[src/hdl/cu_cfg.svh]
`ifndef CU_CFG_SVH
`define CU_CFG_SVH

// host byte address
`define CU_ADDR_W 48

// command tag, top bit is the source id, the rest a wrapping sequence number
`define CU_TAG_W 8

// size field of a command line
`define CU_SIZE_W 12

// cacheline counts per array
`define CU_COUNT_W 32

// one cacheline per read command
`define CU_LINE_BYTES 128

// per-engine command buffer depths
`define CU_VERTEX_BUF_DEPTH 16
`define CU_EDGE_BUF_DEPTH 32

// free slots left when almost-full asserts
`define CU_ALFULL_MARGIN 4

`endif

[src/hdl/cu_pkg.sv]
`default_nettype none

`include "cu_cfg.svh"

package cu_pkg;

	// sequence part of a tag
	localparam int SEQ_W = `CU_TAG_W - 1;

	// which engine a command or response belongs to
	typedef enum logic {
		SRC_VERTEX = 1'b0,
		SRC_EDGE   = 1'b1
	} source_id;

	// one read command towards the host
	typedef struct packed {
		logic                   valid;
		logic [`CU_ADDR_W-1:0]  address;
		logic [`CU_SIZE_W-1:0]  size;
		logic [`CU_TAG_W-1:0]   tag;
	} command_line;

	// read response, data not carried here
	typedef struct packed {
		logic                 valid;
		logic [`CU_TAG_W-1:0] tag;
	} read_response;

	// buffer flags, same field order as the host side status
	typedef struct packed {
		logic valid;
		logic empty;
		logic alfull;
		logic full;
	} buffer_status;

	// source bit on top, sequence number below
	function automatic logic [`CU_TAG_W-1:0] make_tag(source_id src, logic [SEQ_W-1:0] seq);
		return {1'(src), seq};
	endfunction

	function automatic source_id tag_source(logic [`CU_TAG_W-1:0] tag);
		return source_id'(tag[`CU_TAG_W-1]);
	endfunction

endpackage

`default_nettype wire
[src/hdl/array_fetch.sv]
`timescale 1ns/1ps
`default_nettype none

`include "cu_cfg.svh"

module array_fetch #(
	parameter cu_pkg::source_id SRC = cu_pkg::SRC_VERTEX
) (
	input  wire logic                    clock,
	input  wire logic                    rstn,
	input  wire logic                    job_start,
	input  wire logic [`CU_ADDR_W-1:0]   base,
	input  wire logic [`CU_COUNT_W-1:0]  count,
	input  wire logic                    buf_alfull,
	output cu_pkg::command_line          command_out,
	input  wire cu_pkg::read_response    response_in,
	output logic                         done
);

	localparam logic [`CU_ADDR_W-1:0] LINE_STEP = `CU_ADDR_W'(`CU_LINE_BYTES);
	localparam logic [`CU_SIZE_W-1:0] LINE_SIZE = `CU_SIZE_W'(`CU_LINE_BYTES);

	// set by the first job_start, so nothing reads as done out of reset
	logic                   armed;
	logic [`CU_COUNT_W-1:0] count_q;
	logic [`CU_COUNT_W-1:0] issued;
	logic [`CU_COUNT_W-1:0] answered;
	logic [`CU_ADDR_W-1:0]  next_address;
	logic                   issue;
	logic                   own_response;

	// stall whenever our buffer reports almost full
	assign issue = armed & (issued < count_q) & ~buf_alfull;

	// only responses tagged with our source id
	assign own_response = response_in.valid & (cu_pkg::tag_source(response_in.tag) == SRC);

	// zero count is done right after the start
	assign done = armed & (issued == count_q) & (answered == count_q);

	always_ff @(posedge clock or negedge rstn) begin
		if (!rstn) begin
			armed    <= 1'b0;
			count_q  <= '0;
			issued   <= '0;
			answered <= '0;
		end else if (job_start) begin
			armed    <= 1'b1;
			count_q  <= count;
			issued   <= '0;
			answered <= '0;
		end else begin
			if (issue) begin
				issued <= issued + 1'b1;
			end
			if (own_response) begin
				answered <= answered + 1'b1;
			end
		end
	end

	// address of the next line to request
	always_ff @(posedge clock) begin
		if (job_start) begin
			next_address <= base;
		end else if (issue) begin
			next_address <= next_address + LINE_STEP;
		end
	end

	// registered command, valid bit is the buffer push
	always_ff @(posedge clock or negedge rstn) begin
		if (!rstn) begin
			command_out <= '0;
		end else begin
			command_out <= '{
				valid:   issue,
				address: next_address,
				size:    LINE_SIZE,
				tag:     cu_pkg::make_tag(SRC, issued[cu_pkg::SEQ_W-1:0])
			};
		end
	end

endmodule

`default_nettype wire

[config.mk]
export PLATFORM = sky130hd
export DESIGN_NAME = array_fetch
export DESIGN_NICKNAME = d
export VERILOG_FILES = /design/src/hdl/cu_pkg.sv /design/src/hdl/array_fetch.sv
export VERILOG_INCLUDE_DIRS = /design/src /design/src/hdl
export SDC_FILE = /design/constraint.sdc
export NUM_CORES = 1
export LEC_CHECK = 0
export BUFFER_PORTS_ARGS = -buffer_cell sky130_fd_sc_hd__buf_2
export CAP_MARGIN = 25
export CORE_ASPECT_RATIO = 1.25
export CORE_MARGIN = 4
export CORE_UTILIZATION = 30
export CTS_BUF_LIST = sky130_fd_sc_hd__clkbuf_8
export CTS_CLUSTER_DIAMETER = 60
export DETAILED_ROUTE_END_ITERATION = 6
export GPL_TIMING_DRIVEN = 0
export PLACE_DENSITY = 0.45
export REMOVE_ABC_BUFFERS = 1
export SYNTH_ARGS = -nofsm -noshare
export SYNTH_HDL_FRONTEND = slang
export SYNTH_SLANG_ARGS = --single-unit
[constraint.sdc]
create_clock -name clock -period 6 [get_ports clock]
set_input_delay 0.6 -clock clock [delete_from_list [all_inputs] [get_ports clock]]
set_output_delay 0.6 -clock clock [all_outputs]
set_load 0.02 [all_outputs]
==> results.txt <==
----------------------------------------------------
[Min path]
  Path type of the worst min-delay path ... in2reg
  Startpoint of the most critical hold path ... count[7]

[Worst setup path]
  Worst flop-to-flop path startpoint ... issued[15]
  Sort of element at the start of the critical path ... flop
  Worst Setup End Kind ... flop
  WS Path Type ... reg2reg
  Required time at the endpoint of the critical path ... 6270 ps
  Arrival time reported for the critical path endpoint ... 4010 ps
  Worst setup path start ... issued[15]
  Top fanout value on the critical path ... 26

[Synth]
  Area share of fa/ha/maj cells after synthesis ... 4.418%
  Dominant combinational cell family by area after synthesis ... simple AND/OR/NAND/NOR gates
  Count of synthesis-stage warnings from yosys ... 0
  Area share of xor/xnor cells in the synthesized design ... 8.394%
  Combined area of all synthesized cells ... 0.009912 sq mm
  Most instantiated cells after synthesis ... sky130_fd_sc_hd__dfrtp_1 (154), sky130_fd_sc_hd__nand2_1 (120), sky130_fd_sc_hd__o21ai_0 (84)
  Post-synthesis compound-gate area fraction ... 9.316%
  Synth top area share ... 38.88%
  Cell with the most instances after synthesis ... sky130_fd_sc_hd__dfrtp_1
  Unique cell type count in the Yosys netlist ... 50
  Average cell area after synthesis ... 10.21 sq um
  Biggest area consumer among synthesized cells ... sky130_fd_sc_hd__dfrtp_1
  Fraction of registers with async set/reset ... 76.24%
  Cell count after synthesis ... 971
  Count of flip-flops with a built-in enable after synthesis ... 48
  Simple-gate portion of the synthesized area ... 19.33%
  FF+latch count, synth ... 202
  Top flip-flop cell by instance count after synthesis ... sky130_fd_sc_hd__dfrtp_1
  Mux contribution to synthesized area ... 0.7700%
  Sequential share of the synthesized area ... 53.42%
  Most area-consuming cells after synthesis ... sky130_fd_sc_hd__dfrtp_1 (39%), sky130_fd_sc_hd__edfxtp_1 (15%), sky130_fd_sc_hd__nand2_1 (4.5%)

[Cells and area]
  Number of cells in the finished layout apart from fillers ... 1556
  Fill cell total of the finished layout ... 3324
  Final net count ... 1240
  Post-route cell area ... 0.01185 sq mm
  Post-layout utilization of the core ... 36.24%
  Area growth, synth to finish ... 19.50%
  Share of post-route cells with drive strength above 1 ... 19.35%

[Routing]
  Number of iterations in the first detailed-routing pass ... 4
  DRC violation total after the first TritonRoute iteration ... 469
  Via count ... 7484
  WL/cell ... 16.80 um
  Count of unresolved DRC violations after routing ... 0
  Average vias per placed instance ... 4.810
  Final antenna-violating net count ... 0
  Total routed wirelength ... 26.15 mm

[Timing]
  Final clock period utilization by the worst path ... 62.22%
  Max Clk Rate ... 0.2679 GHz
  Worst max-slew margin expressed relative to the limit ... 37.48%
  Transition time at the pin with the least slew margin ... 932.7 ps
  Final critical path time including I/O delays and setup ... 3733 ps
  Unrepaired setup endpoints after global routing ... no
  Number of endpoints with negative hold slack in the final report ... 0
  Count of final setup violators ... 0
  Final worst setup slack ... 2267 ps
  Clock tree skew after final layout ... 28.09 ps
  Count of pins over their slew limit ... 0

[Clock network]
  Total number of H-tree levels ... 2
  Clock transition at the registers of the reported paths ... 60 ps
  Later-pin clock latency in the skew report ... 540 ps
  CTS Root Cell ... sky130_fd_sc_hd__clkbuf_8
  CTS buffer count ... 38
  Clock Sink Count ... 202
  Clock tree from TritonCTS ... built
  Clk buf depth ... 3

[Floorplanning]
  Num ports ... 163
  Starting Density ... 30.33%
  Die Outline Area ... 0.03603 sq mm
  Placement row count ... 74
  Overall die width ... 170.6 um
  Core area ... 0.03268 sq mm
  Die H ... 211.2 um

[Global routing]
  Wire length of the first global-routing pass ... 41.48 mm
  Vias in the first global route ... 7600
  Global-route usage over all layers ... 14.52%
  Number of antenna violations at the first check in global routing ... 4
  Final global-route overflow total ... 0
  Maximum number of pins on one net before global-route repair ... 163

[Power and ir drop]
  Total power ... 3.239 mW
  Leakage power ... 5.082 nW
  Worst IR drop on VDD ... 0.0001619 V
  Total power density per cell area ... 273.4 mW/mm^2

[Placement]
  Worst slack after detailed placement ... 2218 ps
  Final RePlAce weighted congestion ... 0.7908
  Placed insts ... 1489
  Total cell area at the placement stage ... 0.01109 sq mm
  Port bufs ... 143
  Hpwl dp ... 17.89 mm

[Flow run]
  Max-Cap Viols ... 0

[Outcome]
  Run status ... complete, no violations

----------------------------------------------------
==> per-stage QoR <==
stage	TNS [ps]	hold WS, ps
CTS	0	224.1
floorplan	-28200	304.4
global route	0	242.8
global placement	-246740	330.8
finish	0	264.8
detailed placement	0	335.1
==> layer usage <==
layer / share of wire [%] / wire length, um / GRT usage [%]
met1: 42 / 10920 / 17.64
met2: 50 / 12980 / 24.80
met3: 6.1 / 1582 / 4.455
met4: 2.4 / 633 / 4.325
met5: 0.13 / 34 / 0
==> flip-flops by register name, summed over array words and instances, names as in the netlist <==
name and cells:
next_address 48, count_q 32, armed 1, command_out 57, answered 32, issued 32
==> worst max-delay path: stages, from the launching register on <==
cell                      delay, ps
sky130_fd_sc_hd__dfrtp_1        460
sky130_fd_sc_hd__ha_1           330
sky130_fd_sc_hd__nand4_1        150
sky130_fd_sc_hd__nor4_1         760
sky130_fd_sc_hd__o21ai_0        400
sky130_fd_sc_hd__a31oi_4        750
sky130_fd_sc_hd__o21ai_4        320
sky130_fd_sc_hd__buf_12         270
==> placed cells by master (no fill, tap or decap), drive strengths merged, types with 2 or more instances in the layout <==
master / netlist / routed
bufinv: 0 / 2
and4: 13 / 13
dfrtp: 154 / 154
nand4: 41 / 41
and3: 19 / 19
nor4: 9 / 9
and2: 14 / 14
a31oi: 2 / 2
xor2: 47 / 47
buf: 20 / 148
xnor2: 48 / 48
nor3: 9 / 9
nand2: 120 / 120
o211ai: 2 / 2
o31ai: 27 / 27
mux2: 5 / 5
o21ai: 84 / 84
edfxtp: 48 / 48
a21oi: 43 / 43
mux2i: 2 / 2
a211oi: 2 / 2
conb: 2 / 13
or3: 6 / 6
clkinv: 0 / 6
inv: 38 / 50
ha: 35 / 35
nor2: 52 / 52
clkbuf: 39 / 44
nand3: 40 / 40
or4: 27 / 27
nand2b: 3 / 3
nor2b: 4 / 4
or2: 6 / 6
==> cells by family after synthesis <==
family                     Yosys count
buffers and inverters               97
other                                2
xor gates and xnor gates            95
AOI/OAI and AO/OA                  165
adders and majority gates           35
muxes                                7
DFF                                202
and+or+nand+nor                    368
==> where the power goes <==
| group | internal [mW] | switching, mW | total (mW) |
|---|---|---|---|
| combinational | 0.118 | 0.212 | 0.329 |
| clock | 0.751 | 0.587 | 1.34 |
| sequential | 1.51 | 0.0629 | 1.57 |
==> final cells by class <==
cell class	instances	area, sq um	share of cell area [%]
flip-flops and latches	202	5295	44.70
multi-input cells	683	4268	36.03
repair buffers	149	868.3	7.331
clock buffers	44	605.6	5.113
well taps	418	523.0	4.415
inverters	38	142.6	1.204
clock inverters	21	140.1	1.183
diodes	1	2.502	0.02113
==> what timing repair did <==
action	in CTS	in global routing
hold endpoints to repair	47	0
hold buffers	1	0
gates resized for setup	0	0
buffers inserted	0	0
==> worst paths after layout <==
path,cells after the start,slack [ps],end
setup / recovery,7,2270,next_address[45]
hold / removal,3,260,count_q[7]
setup reg to reg,7,2270,next_address[45]
hold reg to reg,0,350,command_out[22]
max in group asynchronous,3,4510,answered[28]
min in group asynchronous,2,560,count_q[7]
No activity file was read; power rests on OpenSTA's default activity.
