### src/hdl/cu_cfg.svh
`ifndef CU_CFG_SVH
`define CU_CFG_SVH

// host byte address
`define CU_ADDR_W 48

// command tag, top bit is the source id, the rest a wrapping sequence number
`define CU_TAG_W 8

// size field of a command line
`define CU_SIZE_W 12

// cacheline counts per array
`define CU_COUNT_W 32

// one cacheline per read command
`define CU_LINE_BYTES 128

// per-engine command buffer depths
`define CU_VERTEX_BUF_DEPTH 16
`define CU_EDGE_BUF_DEPTH 32

// free slots left when almost-full asserts
`define CU_ALFULL_MARGIN 4

`endif

### src/hdl/cu_pkg.sv
`default_nettype none

`include "cu_cfg.svh"

package cu_pkg;

	// sequence part of a tag
	localparam int SEQ_W = `CU_TAG_W - 1;

	// which engine a command or response belongs to
	typedef enum logic {
		SRC_VERTEX = 1'b0,
		SRC_EDGE   = 1'b1
	} source_id;

	// one read command towards the host
	typedef struct packed {
		logic                   valid;
		logic [`CU_ADDR_W-1:0]  address;
		logic [`CU_SIZE_W-1:0]  size;
		logic [`CU_TAG_W-1:0]   tag;
	} command_line;

	// read response, data not carried here
	typedef struct packed {
		logic                 valid;
		logic [`CU_TAG_W-1:0] tag;
	} read_response;

	// buffer flags, same field order as the host side status
	typedef struct packed {
		logic valid;
		logic empty;
		logic alfull;
		logic full;
	} buffer_status;

	// source bit on top, sequence number below
	function automatic logic [`CU_TAG_W-1:0] make_tag(source_id src, logic [SEQ_W-1:0] seq);
		return {1'(src), seq};
	endfunction

	function automatic source_id tag_source(logic [`CU_TAG_W-1:0] tag);
		return source_id'(tag[`CU_TAG_W-1]);
	endfunction

endpackage

`default_nettype wire
### src/hdl/cmd_buf_if.sv
`timescale 1ns/1ps
`default_nettype none

// show-ahead buffer head towards the arbiter
interface cmd_buf_if #(
	parameter type payload_t = cu_pkg::command_line
);

	// head entry, meaningful while empty is low
	payload_t command;
	logic     empty;
	logic     alfull;
	// removes the head at the clock edge
	logic     pop;

	modport buffer (
		output command,
		output empty,
		output alfull,
		input  pop
	);

	modport arbiter (
		input  command,
		input  empty,
		input  alfull,
		output pop
	);

endinterface

`default_nettype wire

### src/hdl/cmd_fifo.sv
`timescale 1ns/1ps
`default_nettype none

`include "cu_cfg.svh"

module cmd_fifo #(
	parameter type payload_t = cu_pkg::command_line,
	parameter int  DEPTH     = 16
) (
	input  wire logic     clock,
	input  wire logic     rstn,
	input  wire logic     push,
	input  wire payload_t data_in,
	output logic          full,
	output logic          alfull,
	cmd_buf_if.buffer     buf_port
);

	localparam int PTR_W = (DEPTH > 1) ? $clog2(DEPTH) : 1;
	localparam int CNT_W = $clog2(DEPTH + 1);

	payload_t mem [DEPTH];

	logic [PTR_W-1:0] wr_ptr;
	logic [PTR_W-1:0] rd_ptr;
	logic [CNT_W-1:0] count;
	logic             do_push;
	logic             do_pop;

	cu_pkg::buffer_status status;

	// flags straight from the occupancy count
	assign status.full   = (count == CNT_W'(DEPTH));
	assign status.alfull = (count >= CNT_W'(DEPTH - `CU_ALFULL_MARGIN));
	assign status.empty  = (count == '0);
	assign status.valid  = ~status.empty;

	// push into a full buffer is dropped
	assign do_push = push & ~status.full;
	assign do_pop  = buf_port.pop & status.valid;

	assign full             = status.full;
	assign alfull           = status.alfull;
	assign buf_port.empty   = status.empty;
	assign buf_port.alfull  = status.alfull;
	// show-ahead head
	assign buf_port.command = mem[rd_ptr];

	always_ff @(posedge clock) begin
		if (do_push) begin
			mem[wr_ptr] <= data_in;
		end
	end

	always_ff @(posedge clock or negedge rstn) begin
		if (!rstn) begin
			wr_ptr <= '0;
			rd_ptr <= '0;
			count  <= '0;
		end else begin
			if (do_push) begin
				wr_ptr <= (wr_ptr == PTR_W'(DEPTH - 1)) ? '0 : wr_ptr + 1'b1;
			end
			if (do_pop) begin
				rd_ptr <= (rd_ptr == PTR_W'(DEPTH - 1)) ? '0 : rd_ptr + 1'b1;
			end
			// simultaneous push and pop leaves the count alone
			if (do_push && !do_pop) begin
				count <= count + 1'b1;
			end else if (do_pop && !do_push) begin
				count <= count - 1'b1;
			end
		end
	end

endmodule

`default_nettype wire

### src/flat_wrapper.sv
// flat-port wrapper written by rule: the top's interface ports become plain ports
module cmd_fifo_flat 
#(
	parameter type payload_t = cu_pkg::command_line,
	parameter int  DEPTH     = 16
)
  (clock, rstn, push, data_in, full, alfull, buf_port_command, buf_port_empty, buf_port_alfull, buf_port_pop);
  cmd_buf_if #(.payload_t(payload_t)) buf_port_i ();
  input  wire logic clock;
  input  wire logic rstn;
  input  wire logic push;
  input  wire payload_t data_in;
  output logic full;
  output logic alfull;
  output wire logic [$bits(buf_port_i.command)-1:0] buf_port_command;
  output wire logic [$bits(buf_port_i.empty)-1:0] buf_port_empty;
  output wire logic [$bits(buf_port_i.alfull)-1:0] buf_port_alfull;
  input wire logic [$bits(buf_port_i.pop)-1:0] buf_port_pop;
  assign buf_port_command = buf_port_i.command;
  assign buf_port_empty = buf_port_i.empty;
  assign buf_port_alfull = buf_port_i.alfull;
  assign buf_port_i.pop = buf_port_pop;
  cmd_fifo #(.payload_t(payload_t), .DEPTH(DEPTH)) u_core (.clock(clock), .rstn(rstn), .push(push), .data_in(data_in), .full(full), .alfull(alfull), .buf_port(buf_port_i));
endmodule
### config.mk
export PLATFORM = sky130hd
export DESIGN_NAME = cmd_fifo_flat
export DESIGN_NICKNAME = d
export VERILOG_FILES = /design/src/hdl/cu_pkg.sv /design/src/hdl/cmd_buf_if.sv /design/src/hdl/cmd_fifo.sv /design/src/flat_wrapper.sv
export VERILOG_INCLUDE_DIRS = /design/src /design/src/hdl
export SDC_FILE = /design/constraint.sdc
export NUM_CORES = 1
export LEC_CHECK = 0
export BUFFER_PORTS_ARGS = -buffer_cell sky130_fd_sc_hd__buf_2
export CAP_MARGIN = 20
export CORE_ASPECT_RATIO = 1.5
export CORE_MARGIN = 4
export CORE_UTILIZATION = 36
export CTS_CLUSTER_DIAMETER = 200
export DETAILED_ROUTE_END_ITERATION = 12
export SLEW_MARGIN = 20
export SYNTH_ARGS = -nofsm -noshare
export SYNTH_HDL_FRONTEND = slang
export SYNTH_SLANG_ARGS = --single-unit
### constraint.sdc
create_clock -name clock -period 6.94 [get_ports clock]
set_input_delay 0.694 -clock clock [delete_from_list [all_inputs] [get_ports clock]]
set_output_delay 0.694 -clock clock [all_outputs]
set_load 0.005 [all_outputs]
==> metrics.md <==
| Metric | Value |
|---|---|
| Worst-path fanout max | 102 |
| Clk sinks | 1117 |
| Register area share after synthesis | 0.776 |
| CP Launch Type | flop |
| Via count | ~21000 |
| Critical Path End Type | output port |
| Count of final setup violators | 0 |
| Post-Syn Area | 43100 µm² |
| Overflow after GRT | 0 |
| R2r setup slk | 3770 ps |
| Synth Warn # | 0 |
| Final Max Tran Viols | 0 |
| Setup TNS | 0 ps |
| H-tree depth | 3 |
| Rel. slew slack | 0.308 |
| Critical Path Source | u_core.rd_ptr[2] |
| Dominant cells by area after synthesis | edfxtp_1 (77%), mux4_2 (7.2%), mux2i_1 (6.4%), a221oi_1 (2.4%), a22oi_1 (1.2%) |
| Synth unique cells | 40 |
| Die H | 432 µm |
| Outcome | completed |
| CTS clock-pin slew for the worst setup and hold paths | around 60 ps |
| Largest net degree at the start of global routing | around 130 |
| Max Root-Sink Buffers | 3 |
| Starting Density | 0.362 |
| Routability cong. | 0.719 |
| Worst flop-to-flop path startpoint | u_core.count[0] |
| GR Util All Layers | 0.156 |
| Crit path to | buf_port_command[26] |
| Hold Path Class | input pin to flop |
| CTS tree | built |
| Area Overhead vs Synth | 12.9% |
| RSZ-0062 raised after global routing | no |
| Cell total after placement | ~3700 |
| Num CTS Buffers | 99 |
| Post-DRT Antenna Nets | 0 |
| Detailed Place HPWL | 51.0 mm |
| PwrDens | 399 nW/µm² |
| Final core occ | 0.409 |
| EDFF count, synth | ~1100 |
| Worst endpoint required time | 6250 ps |
| Core area | between 100000 and 150000 µm² |
| CP arrival | roughly 3900 ps |
| Final net count | 2336 |
| Critical R2R Capture | u_core.mem[0][13] |
| Post-CTS Setup Bufs | 0 |
| Worst hold margin | 376 ps |
| Post-layout minimum cycle time | between 4000 and 5000 ps |
| Switching share of power | 0.317 |
| Logic depth of the worst register-to-register path | 7 |
| Initial antenna violation count | 26 |
| I/O Buffers | 145 |
| Synth area leader | edfxtp_1 |
| Max-cap viol count | 0 |
| P_sw | 6.16 mW |
| Drt wl/cell | 25.5 µm |
| Mapped Avg Cell Area | roughly 21 µm² |
| Clock Skew | about 26 ps |
| Fraction of layout cells with a size suffix above 1 | 0.220 |
| Vias per cell | 5.36 |
| Syn_nets | 2164 |
| Async set-reset flop share out of synthesis | 0.0116 |
| Seq pwr share | 0.435 |
| I/O Pins | 146 |
| Final WS setup | about 2400 ps |
| Number of global-route vias before repair | 22200 |
| Top FF cell, synth | edfxtp_1 |
| Max IR drop VDD | around 0.31 mV |
| Die Width | about 290 µm |
| Synth Register Bits | ~1100 |
| Num rows | 155 |
| Final hold vios | 0 |
| Syn Inst Count | 2081 |
| WS Path Type | flop to output port |
| Pre-antenna DRT Iters | 5 |
| Storage cell area | between 30000 and 40000 µm² |
| Post-synth top area share | 0.769 |
| First-pass GRT wire length | 147 mm |
| Number of fill cells | 10500 |
| Worst skew pair latency | 690 ps |
| Least-Margin Pin Slew | between 1000 and 1500 ps |
| Die area | 126000 µm² |
| Post-Route WL | 99.9 mm |
| Design internal power | around 13 mW |
| Final worst-path cycle share | 0.658 |
| Footprint of the multi-input gates | ~9000 µm² |
| Clock power share | 0.271 |
| Initial DRC Count | 1299 |
| Finished Layout Cells | 3919 |
| DRC Markers | 0 |
| Pre-CTS setup slack | 3100 ps |
| Root Driver | clkbuf_16 |
| Static Leak | 15.8 nW |
| Fmax | roughly 0.22 GHz |
| Comb pwr share | 0.293 |
metal layers:
| layer | vias to the layer above | part of all wire | wire length [µm] | track usage |
|---|---|---|---|---|
| li1 | 9077 | - | - | - |
| met5 | - | 0.00076 | 76 | 0 |
| met1 | 11100 | 0.41 | 41100 | 0.198 |
| met3 | 181 | 0.054 | 5390 | 0.0307 |
| met4 | 12 | 0.026 | 2550 | 0.0494 |
| met2 | 582 | 0.51 | 50800 | 0.272 |
metrics by stage:
stage	total power [mW]	area, µm²
detailed placement	14.4	45600
CTS	19.7	48700
floorplan	12.5	43100
global placement	14.3	45600
global route	20.4	48700
finish	19.4	48700
power by group through the flow:
stage | registers (mW) | logic [mW] | clock network (mW)
final | 8.46 | 5.71 | 5.27
after global routing | 8.51 | 6.20 | 5.69
after CTS | 8.47 | 5.84 | 5.41
after detailed placement | 8.61 | 5.82 | 0
after global placement | 8.57 | 5.76 | 0
after floorplan | 8.39 | 4.07 | 0
flip-flops by register name, summed over array words and instances, names as in the netlist:
register	cells
u_core.rd_ptr	4
u_core.mem	1104
u_core.wr_ptr	4
u_core.count	5
worst min-delay path by stage:
stage                          from                 to  slack (ps)  cells past startpoint
floorplan                      rstn    u_core.count[0]         400                      0
global placement    u_core.count[3]    u_core.count[3]         540                      2
detailed placement  u_core.count[0]    u_core.count[0]         580                      1
CTS                      data_in[3]  u_core.mem[10][3]         320                      1
global route            data_in[55]  u_core.mem[9][55]         350                      1
finish                  data_in[26]  u_core.mem[4][26]         380                      1
timing repair:
action / 4_1_cts / 5_1_grt
hold buffers: 1 / 0
hold endpoints to repair: 13 / 0
resized for setup: 0 / 0
cells by family (layout without fill, tap and decap cells):
kind of cell	Yosys count	after routing	share of synthesized area
xor gates and xnor gates	6	6	0.00122
other	0	11	0
DFF	1117	1117	0.776
AOI/OAI and AO/OA	293	293	0.0535
adders and majority gates	10	10	0.00308
muxes	417	417	0.137
and+or+nand+nor	111	111	0.0104
buffers and inverters	127	384	0.0187
cell type report:
type / instances / share of cell area
antenna: 11 / 0.000565
sequential: 1117 / 0.688
tap: 1570 / 0.0403
timing repair buffer: 193 / 0.0235
multi-input combinational: 837 / 0.184
clock inverter: 68 / 0.0103
inverter: 5 / 0.000437
clock buffer: 118 / 0.0532
worst max-delay path, cell delays in order (launching register included):
cell,delay (ps)
dfrtp_4,900
and2b_4,740
buf_12,560
a221oi_1,240
a22oi_1,240
nand2_1,200
buf_2,190
Yosys cell counts, types with 3 or more instances:
library cell  count
dfrtp_1          13
buf_6            21
nand3_1           3
a221oi_1        119
nand2_1          80
edfxtp_1       1104
o21ai_0          74
clkbuf_1         38
buf_4            26
mux4_2          138
inv_1             4
nor2_1           16
a21o_1            4
a221oi_2         19
mux2i_1         277
a22oi_1          70
xnor2_1           4
buf_2            29
buf_1             3
ha_1              9
nor3_1            5
placed cells by master, fill, tap and decap left out, types with 6 or more instances in the layout:
cell type  Yosys  final
edfxtp_1    1104   1104
mux2i_1      277    277
buf_2         29    145
mux4_2       138    138
a221oi_1     119    119
clkbuf_16      0    101
nand2_1       80     80
o21ai_0       74     74
a22oi_1       70     70
buf_4         26     42
clkinv_1       1     30
clkinv_2       0     21
a221oi_2      19     19
clkbuf_1      38     17
nor2_4         0     12
diode_2        0     11
ha_1           9      9
dfrtp_1       13      9
bufinv_16      0      6
inv_6          0      6
Note: power is estimated with default switching activity, not from simulation.
